File: config.mk
export PLATFORM = sky130hd
export DESIGN_NAME = dcache
export DESIGN_NICKNAME = d
export VERILOG_FILES = /design/src/design/dcache_pkg.sv /design/src/design/dcache.sv /design/src/design/dcache_ctrl.sv /design/src/design/dcache_store.sv
export VERILOG_INCLUDE_DIRS = /design/src /design/src/design
export SDC_FILE = /design/constraint.sdc
export NUM_CORES = 2
export LEC_CHECK = 0
export BUFFER_PORTS_ARGS = -buffer_cell sky130_fd_sc_hd__buf_2
export CORE_MARGIN = 3
export CORE_UTILIZATION = 55
export CTS_CLUSTER_DIAMETER = 150
export CTS_CLUSTER_SIZE = 20
export DETAILED_ROUTE_END_ITERATION = 7
export GPL_ROUTABILITY_DRIVEN = 0
export PLACE_DENSITY = 0.72
export SYNTH_ARGS = -nofsm -noshare
export SYNTH_HDL_FRONTEND = slang
export SYNTH_SLANG_ARGS = --single-unit
export TNS_END_PERCENT = 5
File: constraint.sdc
create_clock -name CLK -period 5.9 [get_ports CLK]
set_clock_uncertainty 0.15 [all_clocks]
set_input_delay 0 -clock CLK [delete_from_list [all_inputs] [get_ports CLK]]
set_output_delay 0 -clock CLK [all_outputs]
set_load 0.05 [all_outputs]
File: src/design/dcache_params.svh
// geometry and address layout constants of the data cache
`ifndef DCACHE_PARAMS_SVH
`define DCACHE_PARAMS_SVH

// data word and byte address width
`define DCACHE_WORD_W 32

// two ways of eight sets each
`define DCACHE_SETS 8
`define DCACHE_IDX_W 3

// address layout, tag in bits 31..6
`define DCACHE_TAG_W 26
`define DCACHE_IDX_LSB 3  // set index in bits 5..3
`define DCACHE_WSEL_BIT 2 // word within a two-word block

// bits 1..0 are the byte offset and are ignored

`endif

File: src/design/dcache_pkg.sv
// data cache vector typedefs and controller state enum
package dcache_pkg;

  typedef logic [31:0] word_t;    // data word or byte address
  typedef logic [25:0] tag_t;     // block tag
  typedef logic [2:0]  set_idx_t; // set number
  typedef logic        way_t;     // way 0 or way 1
  typedef logic        word_sel_t; // word within a block

  // controller states
  typedef enum logic [3:0] {
    IDLE,
    WRITEBACK0,  // dirty victim, first word
    WRITEBACK1,
    FILL0,       // block fill from memory
    FILL1,
    FLUSH_SCAN,  // one block per cycle unless dirty
    FLUSH_WB0,
    FLUSH_WB1,
    FLUSHED      // terminal until reset
  } cache_state_t;

endpackage

File: src/design/dcache.sv
// data cache top level with address split and store to controller wiring
`include "dcache_params.svh"

module dcache (
  input  logic              CLK,
  input  logic              nRST,
  // datapath side
  input  logic              dmemREN,
  input  logic              dmemWEN,
  input  logic              halt,
  input  dcache_pkg::word_t dmemaddr,
  input  dcache_pkg::word_t dmemstore,
  output logic              dhit,
  output logic              flushed,
  output dcache_pkg::word_t dmemload,
  // memory side
  output logic              dREN,
  output logic              dWEN,
  output dcache_pkg::word_t daddr,
  output dcache_pkg::word_t dstore,
  input  logic              dwait,
  input  dcache_pkg::word_t dload
);
  import dcache_pkg::*;

  tag_t      req_tag;
  set_idx_t  req_idx;
  word_sel_t req_wsel;

  logic     hit, blk_valid, blk_dirty;
  way_t     flush_way;
  tag_t     blk_tag;
  word_t    blk_data0, blk_data1;
  logic     flush_mode;
  set_idx_t flush_idx;
  logic     fill_en, fill_wsel, store_en, touch_en, inval_en;

  // tag | index | word select | byte offset
  assign req_tag  = dmemaddr[`DCACHE_WORD_W-1 -: `DCACHE_TAG_W];
  assign req_idx  = dmemaddr[`DCACHE_IDX_LSB +: `DCACHE_IDX_W];
  assign req_wsel = dmemaddr[`DCACHE_WSEL_BIT];

  dcache_store u_store (
    .CLK, .nRST, .req_tag, .req_idx, .req_wsel,
    .flush_mode, .flush_idx, .flush_way,
    .fill_en, .fill_wsel, .store_en, .touch_en, .inval_en,
    .fill_data (dload),
    .store_data(dmemstore),
    .hit,
    .hit_way   (),
    .hit_word  (dmemload),
    .victim_way(),
    .blk_valid, .blk_dirty, .blk_tag, .blk_data0, .blk_data1
  );

  dcache_ctrl u_ctrl (
    .CLK, .nRST, .dmemREN, .dmemWEN, .halt, .req_tag, .req_idx,
    .hit, .blk_valid, .blk_dirty, .blk_tag, .blk_data0, .blk_data1, .dwait,
    .dhit, .flushed, .flush_mode, .flush_idx, .flush_way,
    .fill_en, .fill_wsel, .store_en, .touch_en, .inval_en,
    .dREN, .dWEN, .daddr, .dstore
  );

endmodule

File: src/design/dcache_ctrl.sv
// data cache controller FSM for hits, write-back, fill and flush
module dcache_ctrl (
  input  logic                 CLK,
  input  logic                 nRST,
  // datapath requests
  input  logic                 dmemREN,
  input  logic                 dmemWEN,
  input  logic                 halt,
  input  dcache_pkg::tag_t     req_tag,
  input  dcache_pkg::set_idx_t req_idx,
  // store results
  input  logic                 hit,
  input  logic                 blk_valid,
  input  logic                 blk_dirty,
  input  dcache_pkg::tag_t     blk_tag,
  input  dcache_pkg::word_t    blk_data0,
  input  dcache_pkg::word_t    blk_data1,
  // memory stall
  input  logic                 dwait,
  // datapath status
  output logic                 dhit,
  output logic                 flushed,
  // store control
  output logic                 flush_mode,
  output dcache_pkg::set_idx_t flush_idx,
  output dcache_pkg::way_t     flush_way,
  output logic                 fill_en,
  output logic                 fill_wsel,
  output logic                 store_en,
  output logic                 touch_en,
  output logic                 inval_en,
  // memory port
  output logic                 dREN,
  output logic                 dWEN,
  output dcache_pkg::word_t    daddr,
  output dcache_pkg::word_t    dstore
);
  import dcache_pkg::*;

  cache_state_t state;
  cache_state_t state_nxt;
  set_idx_t     flush_idx_nxt;
  way_t         flush_way_nxt;

  logic     req;
  logic     need_wb;   // selected block must go back to memory
  logic     last_blk;  // final set of way 1
  set_idx_t wb_idx;
  set_idx_t step_idx;
  way_t     step_way;

  assign req     = dmemREN | dmemWEN;
  assign need_wb = blk_valid & blk_dirty;

  assign flush_mode = (state == FLUSH_SCAN) || (state == FLUSH_WB0) || (state == FLUSH_WB1);
  assign flushed    = (state == FLUSHED);

  // hits are answered combinationally from IDLE
  assign dhit     = (state == IDLE) && req && hit;
  assign touch_en = dhit;
  assign store_en = dhit && dmemWEN;

  // write-back set comes from the flush walk or the request
  assign wb_idx = flush_mode ? flush_idx : req_idx;

  // flush walk order: all sets of way 0, then way 1
  assign last_blk = (&flush_idx) & flush_way;
  assign step_idx = flush_idx + set_idx_t'(1);
  assign step_way = (&flush_idx) ? ~flush_way : flush_way;

  always_ff @(posedge CLK, negedge nRST) begin
    if (!nRST) begin
      state     <= IDLE;
      flush_idx <= '0;
      flush_way <= '0;
    end else begin
      state     <= state_nxt;
      flush_idx <= flush_idx_nxt;
      flush_way <= flush_way_nxt;
    end
  end

  always_comb begin
    state_nxt     = state;
    flush_idx_nxt = flush_idx;
    flush_way_nxt = flush_way;
    dREN          = 1'b0;
    dWEN          = 1'b0;
    daddr         = '0;
    dstore        = '0;
    fill_en       = 1'b0;
    fill_wsel     = 1'b0;
    inval_en      = 1'b0;

    case (state)
      IDLE: begin
        if (req && !hit) begin
          state_nxt = need_wb ? WRITEBACK0 : FILL0; // victim decides the path
        end else if (!req && halt) begin
          state_nxt     = FLUSH_SCAN;
          flush_idx_nxt = '0;
          flush_way_nxt = '0;
        end
      end

      WRITEBACK0: begin
        dWEN   = 1'b1;
        daddr  = {blk_tag, wb_idx, 1'b0, 2'b00};
        dstore = blk_data0;
        if (!dwait) begin
          state_nxt = WRITEBACK1;
        end
      end

      WRITEBACK1: begin
        dWEN   = 1'b1;
        daddr  = {blk_tag, wb_idx, 1'b1, 2'b00};
        dstore = blk_data1;
        if (!dwait) begin
          state_nxt = FILL0;
        end
      end

      FILL0: begin
        dREN    = 1'b1;
        daddr   = {req_tag, req_idx, 1'b0, 2'b00};
        fill_en = !dwait; // word captured as it completes
        if (!dwait) begin
          state_nxt = FILL1;
        end
      end

      FILL1: begin
        dREN      = 1'b1;
        daddr     = {req_tag, req_idx, 1'b1, 2'b00};
        fill_en   = !dwait;
        fill_wsel = 1'b1;
        if (!dwait) begin
          state_nxt = IDLE; // held request hits next cycle
        end
      end

      FLUSH_SCAN: begin
        if (need_wb) begin
          state_nxt = FLUSH_WB0;
        end else begin
          inval_en = 1'b1;  // clean or empty, drop it now
        end
      end

      FLUSH_WB0: begin
        dWEN   = 1'b1;
        daddr  = {blk_tag, wb_idx, 1'b0, 2'b00};
        dstore = blk_data0;
        if (!dwait) begin
          state_nxt = FLUSH_WB1;
        end
      end

      FLUSH_WB1: begin
        dWEN   = 1'b1;
        daddr  = {blk_tag, wb_idx, 1'b1, 2'b00};
        dstore = blk_data1;
        if (!dwait) begin
          inval_en = 1'b1;
        end
      end

      FLUSHED: begin
        state_nxt = FLUSHED;
      end

      default: begin
        state_nxt = IDLE;
      end
    endcase

    // each invalidated block moves the flush walk on
    if (inval_en) begin
      if (last_blk) begin
        state_nxt = FLUSHED;
      end else begin
        state_nxt     = FLUSH_SCAN;
        flush_idx_nxt = step_idx;
        flush_way_nxt = step_way;
      end
    end
  end

endmodule

File: src/design/dcache_store.sv
// data cache tag, data, valid, dirty and lru arrays with hit and victim logic
`include "dcache_params.svh"

module dcache_store (
  input  logic                  CLK,
  input  logic                  nRST,
  // lookup from the datapath address
  input  dcache_pkg::tag_t      req_tag,
  input  dcache_pkg::set_idx_t  req_idx,
  input  dcache_pkg::word_sel_t req_wsel,
  // flush walk selection
  input  logic                  flush_mode,
  input  dcache_pkg::set_idx_t  flush_idx,
  input  dcache_pkg::way_t      flush_way,
  // update strobes from the controller
  input  logic                  fill_en,
  input  logic                  fill_wsel,
  input  logic                  store_en,
  input  logic                  touch_en,
  input  logic                  inval_en,
  input  dcache_pkg::word_t     fill_data,
  input  dcache_pkg::word_t     store_data,
  // lookup results
  output logic                  hit,
  output dcache_pkg::way_t      hit_way,
  output dcache_pkg::word_t     hit_word,
  output dcache_pkg::way_t      victim_way,
  // selected block, victim or flush target
  output logic                  blk_valid,
  output logic                  blk_dirty,
  output dcache_pkg::tag_t      blk_tag,
  output dcache_pkg::word_t     blk_data0,
  output dcache_pkg::word_t     blk_data1
);
  import dcache_pkg::*;

  // storage, indexed [way][set]
  tag_t  tag_q  [2][`DCACHE_SETS];
  word_t data_q [2][`DCACHE_SETS][2]; // last index is the word in the block

  logic [`DCACHE_SETS-1:0] valid_q [2];
  logic [`DCACHE_SETS-1:0] dirty_q [2];
  logic [`DCACHE_SETS-1:0] lru_q;   // points at the least recently used way

  logic     match0;
  logic     match1;
  set_idx_t sel_idx;
  way_t     sel_way;

  // tag compare on both ways of the requested set
  assign match0 = valid_q[0][req_idx] && (tag_q[0][req_idx] == req_tag);
  assign match1 = valid_q[1][req_idx] && (tag_q[1][req_idx] == req_tag);

  assign hit        = match0 | match1;
  assign hit_way    = match1;
  assign hit_word   = data_q[hit_way][req_idx][req_wsel];
  assign victim_way = lru_q[req_idx];

  // flush overrides the victim selection
  assign sel_idx = flush_mode ? flush_idx : req_idx;
  assign sel_way = flush_mode ? flush_way : victim_way;

  assign blk_valid = valid_q[sel_way][sel_idx];
  assign blk_dirty = dirty_q[sel_way][sel_idx];
  assign blk_tag   = tag_q[sel_way][sel_idx];
  assign blk_data0 = data_q[sel_way][sel_idx][0];
  assign blk_data1 = data_q[sel_way][sel_idx][1];

  // payload arrays
  always_ff @(posedge CLK) begin
    if (fill_en) begin
      data_q[victim_way][req_idx][fill_wsel] <= fill_data;
      if (fill_wsel) begin
        tag_q[victim_way][req_idx] <= req_tag; // tag lands with the last word
      end
    end
    if (store_en) begin
      data_q[hit_way][req_idx][req_wsel] <= store_data;
    end
  end

  // block state and replacement bits
  always_ff @(posedge CLK, negedge nRST) begin
    if (!nRST) begin
      valid_q[0] <= '0;
      valid_q[1] <= '0;
      dirty_q[0] <= '0;
      dirty_q[1] <= '0;
      lru_q      <= '0;
    end else begin
      if (fill_en && fill_wsel) begin
        valid_q[victim_way][req_idx] <= 1'b1;
        dirty_q[victim_way][req_idx] <= 1'b0; // clean copy of memory
      end
      if (store_en) begin
        dirty_q[hit_way][req_idx] <= 1'b1;
      end
      if (inval_en) begin
        valid_q[sel_way][sel_idx] <= 1'b0;
        dirty_q[sel_way][sel_idx] <= 1'b0;
      end
      if (touch_en) begin
        lru_q[req_idx] <= ~hit_way; // other way becomes the victim
      end
    end
  end

endmodule

**Word level (Yosys, flattened, before mapping)**

Memory sizes are Yosys's and may differ from the RTL's.
Index checks and enable logic that the tools add are counted.

- Bits in writable memories: 1440
- Logic and storage cells: 200
- Register bits after elaboration: 48
- Memories: 2

Memory list:

| memory | words | width | read ports | clocked after Yosys merged registers in | wr ports | line | RTL |
|---|---|---|---|---|---|---|---|
| u_store.data_q | 2 | 512 | 2 | 0 | 1 | dcache_store.sv:39 | `` word_t data_q [2][`DCACHE_SETS][2]; `` |
| u_store.tag_q | 2 | 208 | 3 | 0 | 1 | dcache_store.sv:38 | `` tag_t tag_q [2][`DCACHE_SETS]; `` |

- Mux-type cells: 104
- Bitwise operators: 20
- $lt $le $gt $ge: 17
- Eq/ne operators: 19
- Reductions and logical operators: 29
- Add/sub/neg operators: 1

Operators by type and width:

| operator | count |
|---|---|
| 2-to-1 mux 512 bit | 4 |
| OR reduction 512 bit | 1 |
| binary-select mux 64 bit (select 3 bit) | 2 |
| demux 64 bit (select 3 bit) | 2 |
| 2-to-1 mux 64 bit | 6 |
| binary-select mux 26 bit (select 3 bit) | 3 |
| 2-to-1 mux 208 bit | 1 |
| 2-to-1 mux 26 bit | 7 |
| 2-to-1 mux 32 bit | 5 |
| case mux 32 bit (4 select lines) | 1 |
| 2-to-1 mux 16 bit | 5 |
| demux 26 bit (select 3 bit) | 1 |
| 2-to-1 mux 8 bit | 9 |
| demux 32 bit (select 1 bit) | 2 |
| case mux 32 bit (2 select lines) | 1 |
| equality test 26 bit | 2 |
| bitwise AND 16 bit | 3 |
| 2-to-1 mux 4 bit | 10 |
| case mux 4 bit (9 select lines) | 1 |
| NOT 16 bit | 2 |
| bitwise OR 16 bit | 2 |
| 2-to-1 mux 1 bit | 25 |
| demux 8 bit (select 1 bit) | 3 |
| 2-to-1 mux 3 bit | 6 |
| 34 further kinds | 86 |

**Logic depth before layout (Yosys ltp)**

- Word-level depth: 15
- Mapped depth: 18
- Depth with buffers taken out: 10

**Modules after synthesis**

A second synthesis with hierarchy kept.

- Cells, all modules: 7405
- Area total of the unflattened synthesis: 84365.9 um^2

By module, submodules not included:

| module | area an instance (um^2) | instances | cells each |
|---|---|---|---|
| dcache_store | 82990.8 | 1 | 7234 |
| dcache_ctrl | 1375.1 | 1 | 171 |

**Worst setup path before layout**

No wires, ideal clock.

- Path type: input port to flip-flop
- From: input dmemaddr[5]
- To: memory u_store.data_q[1][0] in the netlist's numbering, enable pin
- Stages on the path: 15
- Arrival: 4116 ps
- Path slack: 1213 ps
- Library setup time: 421 ps
- Path through: buf_2 -> buf_2 -> buf_2 -> buf_2 -> mux2i_1 -> xor2_1 -> nand3_1 -> nor4_1 -> nand4_1 -> buf_2 -> buf_4 -> buf_2 -> nor2_2 -> a21boi_1 -> nor2_1

- Longest elaborated chain between the ends: 13
- Elaborated cells on any way between the ends: 33
- Classes of those cells: order compare: 2; eq/ne: 2; mux: 21; bitwise: 2; reduce/logical: 6

RTL lines:

| what | line | RTL |
|---|---|---|
| from (decl) | dcache.sv:11 | `input dcache_pkg::word_t dmemaddr,` |
| NOT 3 -> 4 bit (not written as such) | -- |  |
| binary-select mux 26 bit (select 3 bit), on equally long branches | dcache_store.sv:51, dcache_store.sv:52 |  |
| 2-to-1 mux 26 bit, on equally long branches (2 in series) | dcache_store.sv:51, dcache_store.sv:52 |  |
| equality test 26 bit, on equally long branches | dcache_store.sv:51, dcache_store.sv:52 |  |
| logical AND 1 bit, on equally long branches | dcache_store.sv:51, dcache_store.sv:52 |  |
| bitwise OR 1 bit | dcache_store.sv:54 | `assign hit = match0 \| match1;` |
| logical AND 1 bit | dcache_ctrl.sv:59 | `assign dhit = (state == IDLE) && req && hit;` |
| logical AND 1 bit | dcache_ctrl.sv:61 | `assign store_en = dhit && dmemWEN;` |
| 2-to-1 mux 1 bit | dcache_store.sv:77 | `if (store_en) begin` |
| 2-to-1 mux 512 bit (not written as such) | dcache_store.sv:78 | `data_q[hit_way][req_idx][req_wsel] <= store_data;` |
| OR reduction 512 bit (no source line) | -- |  |
| 2-to-1 mux 1 bit (no source line) or 2-to-1 mux 512 bit (tied branches) | -- |  |
| to (decl) | dcache_store.sv:39 |  |

Parallel ways exist; a longest one is shown, timed or not. The select of a mux whose other input is x is not followed.

**Final worst setup path**

- From: input dmemaddr[3]
- To: memory u_store.data_q[1][271] in the netlist's numbering (data pin)

- Longest elaborated chain between the ends: 13
- Elaborated cells on any way between the ends: 27
- Classes of those cells: order compare: 2; eq/ne: 2; mux: 15; bitwise: 2; reduce/logical: 6

RTL lines:

| what | line |
|---|---|
| NOT 3 -> 4 bit (not written as such) | dcache_store.sv:51, dcache_store.sv:52, dcache_store.sv:78 |
| binary-select mux 26 bit (select 3 bit), on equally long branches | dcache_store.sv:51, dcache_store.sv:52 |
| 2-to-1 mux 26 bit, on equally long branches (2 in series) | dcache_store.sv:51, dcache_store.sv:52 |
| equality test 26 bit, on equally long branches | dcache_store.sv:51, dcache_store.sv:52 |
| logical AND 1 bit, on equally long branches | dcache_store.sv:51, dcache_store.sv:52 |
| bitwise OR 1 bit | dcache_store.sv:54 |
| logical AND 1 bit | dcache_ctrl.sv:59 |
| logical AND 1 bit | dcache_ctrl.sv:61 |
| 2-to-1 mux 1 bit | dcache_store.sv:77 |
| 2-to-1 mux 512 bit (not written as such) * | dcache_store.sv:78 |
| OR reduction 512 bit (no source line) * | -- |
| 2-to-1 mux 512 bit (no source line) * | -- |

Mark *: on every way between the ends. The rest lies on a longest branch, timed or not. The select of a mux whose other input is x is not followed.

==> results.toml <==
[outcome]
status = "finished with violations"
violations = "negative hold slack"

[yosys]
yosysMostFrequentCell = "edfxtp_1"
ys_seq_area_frac = 0.641
async_reset_ff_frac = 0.0323
yosys.area.top_type = "edfxtp_1"
synth_ff_type = "edfxtp_1"
netlist_area_mm2 = 0.0693
yosys-top-cells-area = "edfxtp_1 (62%), mux4_2 (7.4%), mux2i_1 (4.4%)"
syn_area_per_cell_um2 = 13.4
synth_top_area_share = 0.624
synth_seq_cells = 1488
ys_warn_count = 0
synth_common_cells = "edfxtp_1 (1440), nand2_1 (749), o22ai_1 (380)"
synth_edf_count = 1440
syn_inst = 5160
synth_cell_types = 74

[clocking]
cts_tree = "built"
cts_sinks = 1488
cts_buffers = 84
clk_path_buf_depth = 3
cts.clk_slew.worst_paths_ns = 0.08
insertion_delay_ns = 0.71
htreeDepth = 3
root_buffer = "clkbuf_16"

[floorplan]
rows = 129
die_x_um = 361
io_pins = 202
die_area_mm2 = 0.130
core_mm2 = 0.124
start_util = 0.557
die_h_um = 361

[global_route]
antenna_found_initial = 9
grt_pass1_vias = 50300
grt_usage = 0.373
use_met2 = 0.570
grt_max_degree = 90
use_met1 = 0.478
grt_pass1_wl_um = 351000
use_met3 = 0.106
gr-total-overflow = 0
grt.busiest_layer = "met2"

[detailed_routing]
firstDrtPassIters = 6
via_per_inst = 7.45
postRouteWirelength_um = 249000
vias = 52300
wire_per_inst_um = 35.4
drc = 0
drt_iter0_drc = 9997
postRouteAntennaNets = 0

[timing]
setup_tns_ns = 0
rsz0062_at_grt = "false"
timing.fmax_mhz = 173
final-hold-violation-count = 32
setup_viol = 0
whs_ns = -0.0391
max-slew-margin-rel = 0.138
min_period_ns = 5.78
drv_slew = 0
period_share = 0.980
worstMarginPinSlew_ns = 1.29

[worst_setup_path]
required_ns = 6.12
path_delay_family = "buffers and inverters"
worstRegToRegCells = 10
rrSetupSlack_ns = 0.14
cp.depth = 14
worst-setup-path-type = "in2reg"
worstPathMaxFanout = 32
crit_chain = "dlygate4sd3_1 > buf_8 > buf_4 > mux4_2 > mux2i_1 > xnor2_1 > nor4_1 > buf_4 > nand4_1 > or4_4 > a21oi_4 > buf_4 > mux2_2 > dlygate4sd3_1"
critPathSlowestCell = "dlygate4sd3_1"
slowest_delay_ns = 1.29
critPathLaunchType = "input pin"
crit_path_frequent_cell = "buf_4"
cp-end-kind = "flip-flop"
arrival_ns = 6.00
critPathBufInv = 6

[power_and_ir_drop]
leakage_nw = 26.7
power_mw = 29.6
power_density_mw_per_mm2 = 386
max-vdd-ir-drop_mv = 0.357

[job]
maxCapViolCount = 0

[final_layout]
drive_above_1_share = 0.171
final_area_mm2 = 0.0766
area_growth_pct = 10.5
final_nets = 5466

[place]
io_buffer_count = 197
post_dp_cell_area_mm2 = 0.0733
hpwl_um = 140000

[hold_path]
hold_path.class = "in2reg"
min_path_cells = 2
## worst paths after layout
path                                      start                     end
max                                 dmemaddr[3]  u_store.data_q[1][271]
min                               dmemstore[23]   u_store.data_q[0][23]
max reg2reg                u_store.tag_q[0][11]  u_store.data_q[1][271]
min reg2reg                    u_store.lru_q[6]        u_store.lru_q[6]
max in group asynchronous                  nRST      u_store.valid_q[2]
min in group asynchronous                  nRST        u_store.lru_q[4]
## layout make-up
class                           count  area, um^2
Clock buffer                      104        2200
Fill cell                        9282       47800
Inverter                           10        37.5
Sequential cell                  1488       44400
Clock inverter                      6        73.8
Multi-Input combinational cell   3257       23700
Antenna cell                        3        7.51
Timing Repair Buffer              521        4050
Tap cell                         1637        2050
## routing by layer
layer / vias to the layer above / part of all wire
met2: 5122 / 0.45
met3: 1100 / 0.15
met5: - / 0.00033
met4: 12 / 0.072
li1: 20600 / -
met1: 25500 / 0.33
## metrics by stage
stage               hold slack (ns)  cells  utilization  setup slack (ns)
global route                 0.0165   7023        0.616           0.00648
floorplan                    -0.446   5161            -              1.21
CTS                         0.00429   7022        0.615            0.0198
global placement            -0.0170   6813        0.589             0.501
finish                      -0.0391   7026        0.616             0.117
detailed placement          -0.0181   6813        0.589             0.512
## worst reg2reg max path: stages (launching register included)
cell           delay, ns
edfxtp_1            0.41
mux4_2              0.48
mux2i_1             0.21
xnor2_1             0.19
nor4_1              0.94
nand4_1             0.22
or4_4               0.52
a21oi_4             0.19
buf_4               0.49
mux2_2              0.32
dlygate4sd3_1       1.29
## power by group
part	switching, mW	internal (mW)
Sequential	0.104	11.7
Combinational	8.74	3.00
Clock	3.38	2.64
## sequential cells by signal (all words and copies together) (netlist names)
name and cells:
u_store.lru_q 8, u_ctrl.flush_way 1, u_store.dirty_q 16, u_store.tag_q 416, u_ctrl.state 4, u_ctrl.flush_idx 3
u_store.data_q 1024, u_store.valid_q 16
## timing repair
action	CTS	global route
endpoints found under the setup margin	0	920
hold buffers	99	1
setup buffers	0	2
resized for setup	0	4
endpoints found under the hold margin	1469	32
## cells in the final DEF (no fill, tap or decap), drive strengths merged, types with 10 or more instances in the layout
cell type | Yosys | routed
xor2 | 14 | 14
nor4 | 56 | 56
nand4 | 20 | 20
nand3 | 249 | 249
o22a | 19 | 19
mux2 | 74 | 74
mux4 | 228 | 228
a21o | 12 | 12
a31oi | 47 | 47
o21ai | 133 | 133
or4 | 13 | 13
xnor2 | 34 | 34
a311oi | 16 | 16
o31ai | 13 | 13
nor2 | 271 | 271
nor2b | 19 | 19
inv | 9 | 14
nand2 | 749 | 749
o211ai | 20 | 20
clkbuf | 241 | 104
o22ai | 382 | 382
o41ai | 11 | 11
a22oi | 92 | 92
dlygate4sd3 | 0 | 96
a22o | 10 | 10
and3 | 27 | 27
a21oi | 157 | 157
and2 | 11 | 11
nor3 | 118 | 118
buf | 165 | 423
mux2i | 306 | 306
dfrtp | 48 | 48
a221o | 30 | 30
o221ai | 40 | 40
o2111ai | 10 | 10
edfxtp | 1440 | 1440
## kinds of logic (layout without fill, tap and decap cells)
group                      Yosys count  count (layout)  synth area share
muxes                              608             608             0.130
other                                1               5         0.0000541
xor gates and xnor gates            48              48           0.00606
AOI/OAI and AO/OA                 1039            1039            0.0985
buffers and inverters              416             641            0.0258
DFF                               1488            1488             0.641
adders and majority gates            2               2          0.000361
and+or+nand+nor                   1558            1558            0.0978
(Power assumes the default switching activity.)
